**src/include/wb_consts.svh**
```systemverilog
// Shared constants for the memory and writeback stage and its data RAM
// Included by the package, the RTL and the testbench wherever a width,
// the RAM size or the bus timeout is needed

`ifndef WB_CONSTS_SVH
`define WB_CONSTS_SVH

////////////////////////////////////////////////////////////
// Datapath
////////////////////////////////////////////////////////////

// Data and address width of the core
`define WB_WORD_WIDTH 32

////////////////////////////////////////////////////////////
// Memory system
////////////////////////////////////////////////////////////

// Data RAM size in bytes, addresses at or above are never granted
`define WB_RAM_BYTES 1024

// Cycles spent waiting for gnt or rvalid before the access aborts
`define WB_BUS_TIMEOUT 16

`endif
```
**src/hw/wb_pkg.sv**
```systemverilog
// Types shared by the writeback stage, the data RAM and the testbench
// Modules pull these in with a wildcard import in their header

`include "wb_consts.svh"

package wb_pkg;

	////////////////////////////////////////////////////////////
	// Load and store encodings
	////////////////////////////////////////////////////////////

	// Bit 2 marks the unsigned variants of byte and halfword
	typedef enum logic [2:0] {
		LD_NONE = 3'b000,
		LD_B    = 3'b001,
		LD_H    = 3'b010,
		LD_W    = 3'b100,
		LD_BU   = 3'b101,
		LD_HU   = 3'b110
	} load_type_e;

	typedef enum logic [1:0] {
		ST_NONE = 2'b00,
		ST_B    = 2'b01,
		ST_H    = 2'b10,
		ST_W    = 2'b11
	} store_type_e;

	////////////////////////////////////////////////////////////
	// Stage operation and result
	////////////////////////////////////////////////////////////

	// One operation from the execute stage
	typedef struct packed {
		logic [`WB_WORD_WIDTH-1:0] addr;        // ALU result, address for loads and stores
		logic [`WB_WORD_WIDTH-1:0] wb_data;     // Writeback value of plain operations
		logic [`WB_WORD_WIDTH-1:0] store_data;
		load_type_e                load_type;
		store_type_e               store_type;
	} wb_op_t;

	// Value handed to the register file
	typedef struct packed {
		logic [`WB_WORD_WIDTH-1:0] wdata;
		logic                      err;
	} wb_result_t;

	////////////////////////////////////////////////////////////
	// Data bus
	////////////////////////////////////////////////////////////

	typedef struct packed {
		logic                      req;
		logic                      we;
		logic [3:0]                be;
		logic [`WB_WORD_WIDTH-1:0] addr;
		logic [`WB_WORD_WIDTH-1:0] wdata;
	} dbus_req_t;

	typedef struct packed {
		logic                      gnt;
		logic                      rvalid;
		logic [`WB_WORD_WIDTH-1:0] rdata;
	} dbus_rsp_t;

endpackage

```
**src/hw/wb_stage.sv**
```systemverilog
// Memory and writeback stage of the core
// Accepts one operation through valid/ready, runs its data bus access
// if any, and pulses wb_valid_o once with the writeback value

`timescale 1ns/1ns

`include "wb_consts.svh"

module wb_stage import wb_pkg::*; (
	input  logic       clk,
	input  logic       rst_n_i,
	input  logic       op_valid_i,
	output logic       op_ready_o,
	input  wb_op_t     op_i,
	output dbus_req_t  dbus_req_o,
	input  dbus_rsp_t  dbus_rsp_i,
	output logic       wb_valid_o,
	output wb_result_t wb_res_o
);

	wb_op_t                    op_q;
	wb_op_t                    op_cur;
	logic [`WB_WORD_WIDTH-1:0] load_q;
	logic                      busy;
	logic                      start;
	logic                      is_load;
	logic                      is_store;
	logic                      fsm_req;
	logic                      fsm_we;
	logic                      cnt_en;
	logic                      cnt_clr;
	logic                      capture;
	logic                      done;
	logic                      err;
	logic                      expired;
	logic [3:0]                be;
	logic [`WB_WORD_WIDTH-1:0] lane_wdata;
	logic                      misaligned;
	logic [`WB_WORD_WIDTH-1:0] load_data;

	////////////////////////////////////////////////////////////
	// Operation register and decode
	////////////////////////////////////////////////////////////

	assign op_ready_o = ~busy;
	assign start      = op_valid_i & ~busy;

	always_ff @(posedge clk) begin
		if (start) begin
			op_q <= op_i;
		end
	end

	// While idle the incoming op is decoded so the FSM can branch on acceptance
	assign op_cur   = busy ? op_q : op_i;
	assign is_load  = (op_cur.load_type != LD_NONE);
	assign is_store = (op_cur.store_type != ST_NONE);

	lsu_fsm u_fsm (
		.clk          (clk),
		.rst_n_i      (rst_n_i),
		.start_i      (start),
		.is_mem_i     (is_load | is_store),
		.is_store_i   (is_store),
		.misaligned_i (misaligned),
		.gnt_i        (dbus_rsp_i.gnt),
		.rvalid_i     (dbus_rsp_i.rvalid),
		.expired_i    (expired),
		.busy_o       (busy),
		.req_o        (fsm_req),
		.we_o         (fsm_we),
		.cnt_en_o     (cnt_en),
		.cnt_clr_o    (cnt_clr),
		.capture_o    (capture),
		.done_o       (done),
		.err_o        (err)
	);

	bus_timeout u_timeout (
		.clk        (clk),
		.rst_n_i    (rst_n_i),
		.clear_i    (cnt_clr),
		.count_en_i (cnt_en),
		.expired_o  (expired)
	);

	lsu_align u_align (
		.addr_i       (op_cur.addr),
		.store_data_i (op_cur.store_data),
		.load_type_i  (op_cur.load_type),
		.store_type_i (op_cur.store_type),
		.rdata_i      (dbus_rsp_i.rdata),
		.be_o         (be),
		.wdata_o      (lane_wdata),
		.misaligned_o (misaligned),
		.load_data_o  (load_data)
	);

	////////////////////////////////////////////////////////////
	// Data bus request
	////////////////////////////////////////////////////////////

	// Fields only change on acceptance, so they stay put while req waits
	always_comb begin
		dbus_req_o.req   = fsm_req;
		dbus_req_o.we    = fsm_we;
		dbus_req_o.be    = be;
		dbus_req_o.addr  = op_cur.addr;
		dbus_req_o.wdata = lane_wdata;
	end

	////////////////////////////////////////////////////////////
	// Writeback
	////////////////////////////////////////////////////////////

	// Extended load data latched with rvalid
	always_ff @(posedge clk) begin
		if (capture) begin
			load_q <= load_data;
		end
	end

	assign wb_valid_o = done;

	// Built only from registers, valid in the DONE cycle
	always_comb begin
		wb_res_o.err = err;
		if (err) begin
			wb_res_o.wdata = '0;
		end else if (is_load) begin
			wb_res_o.wdata = load_q;
		end else begin
			wb_res_o.wdata = op_q.wb_data;
		end
	end

endmodule

```
**src/hw/lsu_align.sv**
```systemverilog
// Byte lane logic of the load/store path, purely combinational
// Places store data on its lanes with byte enables, checks alignment
// and extracts and extends load data from the returned word

`timescale 1ns/1ns

`include "wb_consts.svh"

module lsu_align import wb_pkg::*; (
	input  logic [`WB_WORD_WIDTH-1:0] addr_i,
	input  logic [`WB_WORD_WIDTH-1:0] store_data_i,
	input  load_type_e                load_type_i,
	input  store_type_e               store_type_i,
	input  logic [`WB_WORD_WIDTH-1:0] rdata_i,
	output logic [3:0]                be_o,
	output logic [`WB_WORD_WIDTH-1:0] wdata_o,
	output logic                      misaligned_o,
	output logic [`WB_WORD_WIDTH-1:0] load_data_o
);

	localparam int W = `WB_WORD_WIDTH;

	logic [1:0]   offset;
	logic [W-1:0] rdata_shift;

	// Byte offset inside the word
	assign offset = addr_i[1:0];

	////////////////////////////////////////////////////////////
	// Store lanes
	////////////////////////////////////////////////////////////

	// Replicated data lets the byte enables alone pick the lane
	always_comb begin
		case (store_type_i)
			ST_B: begin
				wdata_o = {4{store_data_i[7:0]}};
				be_o    = 4'b0001 << offset;
			end
			ST_H: begin
				wdata_o = {2{store_data_i[15:0]}};
				be_o    = 4'b0011 << offset;
			end
			ST_W: begin
				wdata_o = store_data_i;
				be_o    = 4'b1111;
			end
			default: begin
				wdata_o = store_data_i;
				be_o    = 4'b0000;
			end
		endcase
	end

	////////////////////////////////////////////////////////////
	// Alignment check
	////////////////////////////////////////////////////////////

	always_comb begin
		misaligned_o = 1'b0;
		// Halfword needs an even address
		if (load_type_i == LD_H || load_type_i == LD_HU || store_type_i == ST_H) begin
			misaligned_o = offset[0];
		end
		// Word needs a multiple of 4
		if (load_type_i == LD_W || store_type_i == ST_W) begin
			misaligned_o = |offset;
		end
	end

	////////////////////////////////////////////////////////////
	// Load extraction
	////////////////////////////////////////////////////////////

	// Addressed byte or halfword moved down to bit 0
	assign rdata_shift = rdata_i >> {offset, 3'b000};

	always_comb begin
		case (load_type_i)
			LD_B:    load_data_o = {{(W-8){rdata_shift[7]}}, rdata_shift[7:0]};
			LD_BU:   load_data_o = {{(W-8){1'b0}}, rdata_shift[7:0]};
			LD_H:    load_data_o = {{(W-16){rdata_shift[15]}}, rdata_shift[15:0]};
			LD_HU:   load_data_o = {{(W-16){1'b0}}, rdata_shift[15:0]};
			default: load_data_o = rdata_i;
		endcase
	end

endmodule

```
**src/hw/bus_timeout.sv**
```systemverilog
// Wait counter for data bus transactions
// Counts cycles spent waiting for gnt or rvalid and flags when the
// bus timeout is reached, saturating there until cleared

`timescale 1ns/1ns

`include "wb_consts.svh"

module bus_timeout (
	input  logic clk,
	input  logic rst_n_i,
	input  logic clear_i,
	input  logic count_en_i,
	output logic expired_o
);

	localparam int LIMIT = `WB_BUS_TIMEOUT;
	// Wide enough to hold LIMIT itself
	localparam int CNT_W = $clog2(LIMIT + 1);

	logic [CNT_W-1:0] cnt_q;

	assign expired_o = (cnt_q == CNT_W'(LIMIT));

	always_ff @(posedge clk) begin
		if (!rst_n_i) begin
			cnt_q <= '0;
		end else if (clear_i) begin
			// Clear wins over counting
			cnt_q <= '0;
		end else if (count_en_i && !expired_o) begin
			cnt_q <= cnt_q + 1'b1;
		end
	end

endmodule

```
**src/hw/lsu_fsm.sv**
```systemverilog
// Control FSM of the memory and writeback stage
// Runs at most one data bus transaction per accepted operation and
// ends every operation with a single DONE cycle, the writeback pulse

`timescale 1ns/1ns

module lsu_fsm (
	input  logic clk,
	input  logic rst_n_i,
	input  logic start_i,
	input  logic is_mem_i,
	input  logic is_store_i,
	input  logic misaligned_i,
	input  logic gnt_i,
	input  logic rvalid_i,
	input  logic expired_i,
	output logic busy_o,
	output logic req_o,
	output logic we_o,
	output logic cnt_en_o,
	output logic cnt_clr_o,
	output logic capture_o,
	output logic done_o,
	output logic err_o
);

	typedef enum logic [1:0] {
		IDLE,
		REQ,
		WAIT_RSP,
		DONE
	} state_e;

	state_e state_q;
	state_e state_n;
	logic   err_q;
	logic   abort;

	////////////////////////////////////////////////////////////
	// Next state
	////////////////////////////////////////////////////////////

	always_comb begin
		state_n   = state_q;
		cnt_en_o  = 1'b0;
		cnt_clr_o = 1'b0;
		capture_o = 1'b0;
		abort     = 1'b0;
		case (state_q)
			IDLE: begin
				if (start_i) begin
					// Fresh timeout budget for the new operation
					cnt_clr_o = 1'b1;
					// Plain and misaligned operations never touch the bus
					if (is_mem_i && !misaligned_i) begin
						state_n = REQ;
					end else begin
						state_n = DONE;
					end
				end
			end
			REQ: begin
				if (gnt_i) begin
					// Response wait gets its own budget
					cnt_clr_o = 1'b1;
					state_n   = WAIT_RSP;
				end else if (expired_i) begin
					abort   = 1'b1;
					state_n = DONE;
				end else begin
					cnt_en_o = 1'b1;
				end
			end
			WAIT_RSP: begin
				if (rvalid_i) begin
					// Read data is only valid in this cycle
					capture_o = 1'b1;
					state_n   = DONE;
				end else if (expired_i) begin
					abort   = 1'b1;
					state_n = DONE;
				end else begin
					cnt_en_o = 1'b1;
				end
			end
			default: begin
				state_n = IDLE;
			end
		endcase
	end

	////////////////////////////////////////////////////////////
	// State and error flag
	////////////////////////////////////////////////////////////

	always_ff @(posedge clk) begin
		if (!rst_n_i) begin
			state_q <= IDLE;
			err_q   <= 1'b0;
		end else begin
			state_q <= state_n;
			// Error is decided at acceptance or on a bus abort
			if (state_q == IDLE && start_i) begin
				err_q <= is_mem_i & misaligned_i;
			end else if (abort) begin
				err_q <= 1'b1;
			end
		end
	end

	// Outputs straight from the state register
	assign busy_o = (state_q != IDLE);
	assign req_o  = (state_q == REQ);
	assign we_o   = req_o & is_store_i;
	assign done_o = (state_q == DONE);
	assign err_o  = err_q;

endmodule

```
**config.mk**
```make
export PLATFORM = sky130hd
export DESIGN_NAME = wb_stage
export DESIGN_NICKNAME = d
export VERILOG_FILES = /design/src/hw/wb_pkg.sv /design/src/hw/wb_stage.sv /design/src/hw/lsu_align.sv /design/src/hw/bus_timeout.sv /design/src/hw/lsu_fsm.sv
export VERILOG_INCLUDE_DIRS = /design/src /design/src/include
export SDC_FILE = /design/constraint.sdc
export NUM_CORES = 1
export LEC_CHECK = 0
export BUFFER_PORTS_ARGS = -buffer_cell sky130_fd_sc_hd__buf_2
export CAP_MARGIN = 20
export CORE_MARGIN = 2
export CORE_UTILIZATION = 45
export DETAILED_ROUTE_END_ITERATION = 10
export PLACE_DENSITY_LB_ADDON = 0.08
export SETUP_SLACK_MARGIN = 0.4
export SLEW_MARGIN = 20
export SYNTH_ARGS = -nofsm -noshare
export SYNTH_HDL_FRONTEND = slang
export SYNTH_SLANG_ARGS = --single-unit
```
**constraint.sdc**
```tcl
create_clock -name clk -period 7.95 [get_ports clk]
set_input_delay 0.3975 -clock clk [delete_from_list [all_inputs] [get_ports clk]]
set_output_delay 0.3975 -clock clk [all_outputs]
set_load 0.02 [all_outputs]
```
; After elaboration in Yosys (flattened, before gate mapping)
; Cells that the tools add are included.
[totals]
output_inout_bits = 105
elab_cells = 76
ff_bits = 141
[op_classes]
bitwise_logic = 6
addsub = 1
n_eq_ne = 13
n_mux = 29
reduce_logical = 15
shifts = 3
[ops]
columns = cell, n
row1 = $pmux W32 S4, 1
row2 = $mux W101, 1
row3 = $mux W32, 2
row4 = $pmux W32 S2, 1
row5 = $shr A32 B5 Y16, 1
row6 = $mux W1, 14
row7 = $pmux W4 S3, 1
row8 = $mux W2, 5
row9 = $eq A3 B3 Y1 const B, 3
row10 = $eq A2 B2 Y1 const B, 4
row11 = $pmux W1 S2, 3
row12 = $pmux W2 S3, 1
row13 = $reduce_bool A2 Y1, 3
row14 = $add A5 B1 Y5 const B, 1
row15 = $eq A5 B5 Y1 const B, 1
row16 = $eq A2 B1 Y1 const B, 2
row17 = $reduce_or A2 Y1, 2
row18 = $shl A1 B2 Y4 const A, 1
row19 = $shl A2 B2 Y4 const A, 1
row20 = $and A1 B1 Y1, 3
row21 = $eq A3 B1 Y1 const B, 1
row22 = $eq A3 B2 Y1 const B, 1
row23 = $logic_and A1 B1 Y1, 3
row24 = $logic_or A1 B1 Y1, 3
row25 = other kinds (6), 8

; Depth between registers and ports, before layout
[depth]
depth_word = 12
mapped_depth = 14
mapped_depth_nobuf = 8

; Hierarchy
; A second synthesis with hierarchy kept.
[unflattened]
cells_unflattened = 659
hier_area_um2 = 7927.6
[by_module_without_submodules]
columns = mod, instances, cells_per_inst, area_each_um2
row1 = wb_stage, 1, 360, 5918.2
row2 = lsu_align, 1, 235, 1446.4
row3 = lsu_fsm, 1, 35, 287.8
row4 = bus_timeout, 1, 29, 275.3

; Least setup slack after synthesis
; Ideal clock, no wire load.
[synth_timing]
path_kind = reg2reg
start = register u_fsm.state_q[0]
end = register u_fsm.err_q (netlist: u_fsm.err_o)
arrival_time_ns = 4.538
n_path_buf = 3
slack_ns = 3.122
stages_incl_launch_ff = 10
setup_time_ns = 0.290
cell_sequence = dfxtp_1 inv_1 ha_1 buf_6 buf_6 and2_1 clkbuf_1 nand3_1 nand3_1 a21oi_1
[synth_via]
elab_cells_between_ends = 26
classes_between = eq/ne (7) / mux (5) / bitwise (4) / reduce/logical (10)
[synth_rtl]
columns = element, line_no
row1 = "start, declared", lsu_fsm.sv:34  ; state_e state_q;
row2 = "start signal, assigned", lsu_fsm.sv:101  ; state_q <= state_n;
row3 = $reduce_bool A2 Y1 (*), lsu_fsm.sv:112  ; assign busy_o = (state_q != IDLE);
row4 = $not A1 Y1 (*), n/a
row5 = via op_ready_o, wb_stage.sv:13  ; output logic op_ready_o,
row6 = $and A1 B1 Y1 (*), wb_stage.sv:46  ; assign start = op_valid_i & ~busy;
row7 = via start, wb_stage.sv:25  ; logic start;
row8 = $logic_and A1 B1 Y1 (*), lsu_fsm.sv:103  ; if (state_q == IDLE && start_i) begin
row9 = $mux W1 / $reduce_bool A2 Y1 (equally long branches), n/a
row10 = "end signal, assigned", lsu_fsm.sv:104  ; err_q <= is_mem_i & misaligned_i;
row11 = "end, declared", lsu_fsm.sv:36  ; logic err_q;
; Mark *: on every way through the listed nets, which the timed path passes. The rest lies on a longest branch.
; A chain may end at the register's enable or synchronous reset.

==> run metrics <==
outcome=finished clean; H-Tree Depth=4; total power per unit cell area=357 nW/um^2; simple-gate area share of the yosys netlist=0.122; Residual DRC=0; Synth Cell Area=7160 um^2; Critical R2R Launch=u_fsm.state_q[0]; worst reg2reg path endpoint=u_timeout.cnt_q[4]; area enclosed by the die boundary=16900 um^2; Overflow after GRT=0; clock input transition at the sequential cells of the worst setup and hold paths=0.06 ns; number of iterations in the first detailed-routing pass=5; hold path cells=1; placeable core region=15700 um^2; ratio of final minimum period to clock period=0.512; total of endpoints with negative setup slack in the final report=0; synthesized-area fraction occupied by xor and xnor cells=0.00734; EDFF count, synth=133; vias per cell=5.25; adder-cell share of the synthesized area=0.0175; post-layout net count=988; hold crit path type=primary input to register; mean instance size in the synthesized netlist=11.7 um^2; Worst Skew=0.0117 ns; Yosys warnings=0; Max Clk Rate=246 MHz; min Tclk post-route=4.07 ns; final-layout setup total negative slack=0 ns; hpwl dp=13.5 mm; maximum number of pins on one net before global-route repair=65; number of cells traversed by the worst register-to-register path=8; cell chosen for the clock root=sky130_fd_sc_hd__clkbuf_16; Clock Latency Late Sink=0.42 ns; number of fillers in the final layout=1383; fraction of layout cells with a size suffix above 1=0.404; multiplexer share of the synthesized area=0.109; Max Buffers Root-to-Sink=2; fraction of the mapped netlist area in compound gates=0.124; total vias in the final route=5609; number of max-capacitance violations reported=0; commonest non-fill, non-tap cell in the layout=sky130_fd_sc_hd__buf_2; Data arrival, critical path=3.67 ns; Lkg Pwr=0.00388 uW; Die Span X=130 um; distinct cell type count after synthesis=61; Final Slew Violations=0; clock tree from TritonCTS=done; RSZ-0062 raised after global routing=no; setup slack of the most critical reg-to-reg path=4.38 ns; startpoint of the lowest-slack hold path=op_i[37]; drt first-iter violations=327; clk sink count=141; Setup Crit Path Kind=register to primary output; port buffer count=242; number of global-route vias before repair=5672; cts hold-fix bufs=0; I/O pin count=243; data required time of the worst path=7.55 ns; capturing element type of the critical path=primary output; Final Hold Fails=0; IR drop worst, VDD=0.000187 V; gate count after technology mapping=611; headroom to the max-slew limit=0.312; All-Layer GR Usage=0.218; DRT antenna net count=0; global placer's final weighted congestion=0.878; effective utilization at floorplan=0.456; post-cts repair resize count=0; measured slew at the worst slew-check pin=1.03 ns; Critical Path Source Type=register; Power, Total=3260 uW; combinational family with the most area after synthesis=compound AO/OA/AOI/OAI gates; hold-critical path endpoint=op_q[37]; syn nets=759; largest fanout on the critical path=47; wire length of the first global-routing pass=28.3 mm; growth of design area from synthesis to finish=27.5%; part of the Yosys area used for sequential elements=0.580; final non-filler cell total=1069; sum of routed wire length over all layers=18.6 mm; post-synthesis async set-or-reset flop share=0; Die Y-Extent=130 um; initial antenna violation count=1; total of flip-flops plus latches after synthesis=141; standard-cell rows=46; DP Cell Count=1037; mean routed wirelength per cell=17.4 um; clock buffers created by TritonCTS=17; dominant register cell in the synthesized netlist=sky130_fd_sc_hd__edfxtp_1; setup bufs post-CTS=0; most frequent cells in the layout=242 x sky130_fd_sc_hd__buf_2, 133 x sky130_fd_sc_hd__edfxtp_1, 103 x sky130_fd_sc_hd__nand2_1, 58 x sky130_fd_sc_hd__a21oi_1, 41 x sky130_fd_sc_hd__mux2_2; antenna cell count=0
worst max-delay path by stage:
stage / startpoint / slack (ns) / cells past startpoint / end
floorplan: u_fsm.state_q[0] / 3.12 / 9 / u_fsm.err_o
global route: u_fsm.state_q[1] / 3.63 / 7 / dbus_req_o[19]
global placement: u_fsm.state_q[0] / 4.41 / 7 / dbus_req_o[14]
CTS: u_fsm.state_q[0] / 3.85 / 7 / dbus_req_o[14]
finish: u_fsm.state_q[0] / 3.88 / 7 / dbus_req_o[14]
detailed placement: u_fsm.state_q[0] / 4.32 / 7 / dbus_req_o[14]
critical path, cell delays in order, from the launching register on:
cell and delay [ns]:
sky130_fd_sc_hd__dfxtp_1 0.34, sky130_fd_sc_hd__inv_1 0.15, sky130_fd_sc_hd__ha_4 0.61, sky130_fd_sc_hd__mux2_2 0.44, sky130_fd_sc_hd__ha_1 0.98, sky130_fd_sc_hd__nor2_1 0.27
sky130_fd_sc_hd__o22ai_1 0.25, sky130_fd_sc_hd__buf_2 0.19
metrics by stage:
stage                util  instance area, um^2  setup WS [ns]  hold slack (ns)
floorplan               -                 7160           3.12            0.466
finish              0.581                 9130           3.88            0.144
global placement    0.542                 8510           4.41            0.478
global route        0.581                 9130           3.63            0.133
CTS                 0.581                 9130           3.85            0.131
detailed placement  0.542                 8510           4.32            0.500
sequential cells by signal, indices dropped and copies added, names as in the netlist:
signal	flops
u_fsm.state_q	2
u_fsm.err_o	1
op_q	101
u_timeout.cnt_q	5
load_q	32
cell families (layout without fill, tap and decap cells):
kind of cell / Yosys count / in the layout
xor+xnor: 6 / 6
fa+ha+maj: 10 / 10
buf+inv: 59 / 301
flops: 141 / 141
simple gates: 188 / 188
compound gates: 136 / 136
mux: 71 / 71
synthesized netlist by cell type, drive strengths merged, types with 2 or more instances:
| master | number | share of area |
|---|---|---|
| o21ai | 29 | 0.021 |
| inv | 21 | 0.011 |
| edfxtp | 133 | 0.56 |
| nor3 | 3 | 0.0037 |
| a211oi | 6 | 0.0063 |
| a22o | 2 | 0.0024 |
| buf | 20 | 0.019 |
| nor2 | 30 | 0.016 |
| ha | 10 | 0.017 |
| mux2 | 42 | 0.067 |
| nand2 | 113 | 0.063 |
| o22a | 7 | 0.0086 |
| or3 | 2 | 0.0031 |
| o2111ai | 2 | 0.0024 |
| o32ai | 2 | 0.0051 |
| nor2b | 9 | 0.0082 |
| xor2 | 5 | 0.0061 |
| mux2i | 29 | 0.042 |
| o32a | 2 | 0.0028 |
| a31oi | 2 | 0.0038 |
| o31ai | 2 | 0.0028 |
| dfxtp | 8 | 0.022 |
| nand4 | 2 | 0.0017 |
| nand2b | 12 | 0.010 |
| a21oi | 58 | 0.041 |
| clkbuf | 18 | 0.0094 |
| nand3 | 6 | 0.0042 |
| a221oi | 7 | 0.0086 |
| and2 | 2 | 0.0017 |
| o21bai | 3 | 0.0031 |
| nand4bb | 2 | 0.0031 |
| o22ai | 7 | 0.0061 |
cell type report:
| class | instances | area [um^2] | area share |
|---|---|---|---|
| Sequential cell | 141 | 4150 | 0.455 |
| Multi-Input combinational cell | 411 | 2750 | 0.301 |
| Timing Repair Buffer | 248 | 1260 | 0.138 |
| Clock buffer | 18 | 429 | 0.0470 |
| Tap cell | 216 | 270 | 0.0296 |
| Clock inverter | 14 | 191 | 0.0210 |
| Inverter | 21 | 81.3 | 0.00891 |
per-layer routing:
metal / global-route usage / part of all wire / vias to the layer above
li1: - / - / 2701
met1: 0.262 / 0.41 / 2669
met2: 0.374 / 0.50 / 209
met3: 0.0631 / 0.072 / 28
met4: 0.0759 / 0.015 / 2
met5: 0 / 0.00070 / -
report_power, final:
group | switching, uW | total (uW) | internal [uW] | leakage (uW)
Clock | 313 | 839 | 525 | 0.000294
Combinational | 908 | 1400 | 494 | 0.00226
Sequential | 40.3 | 1020 | 975 | 0.00132
Total | 1260 | 3260 | 1990 | 0.00388
(Power assumes the default switching activity.)
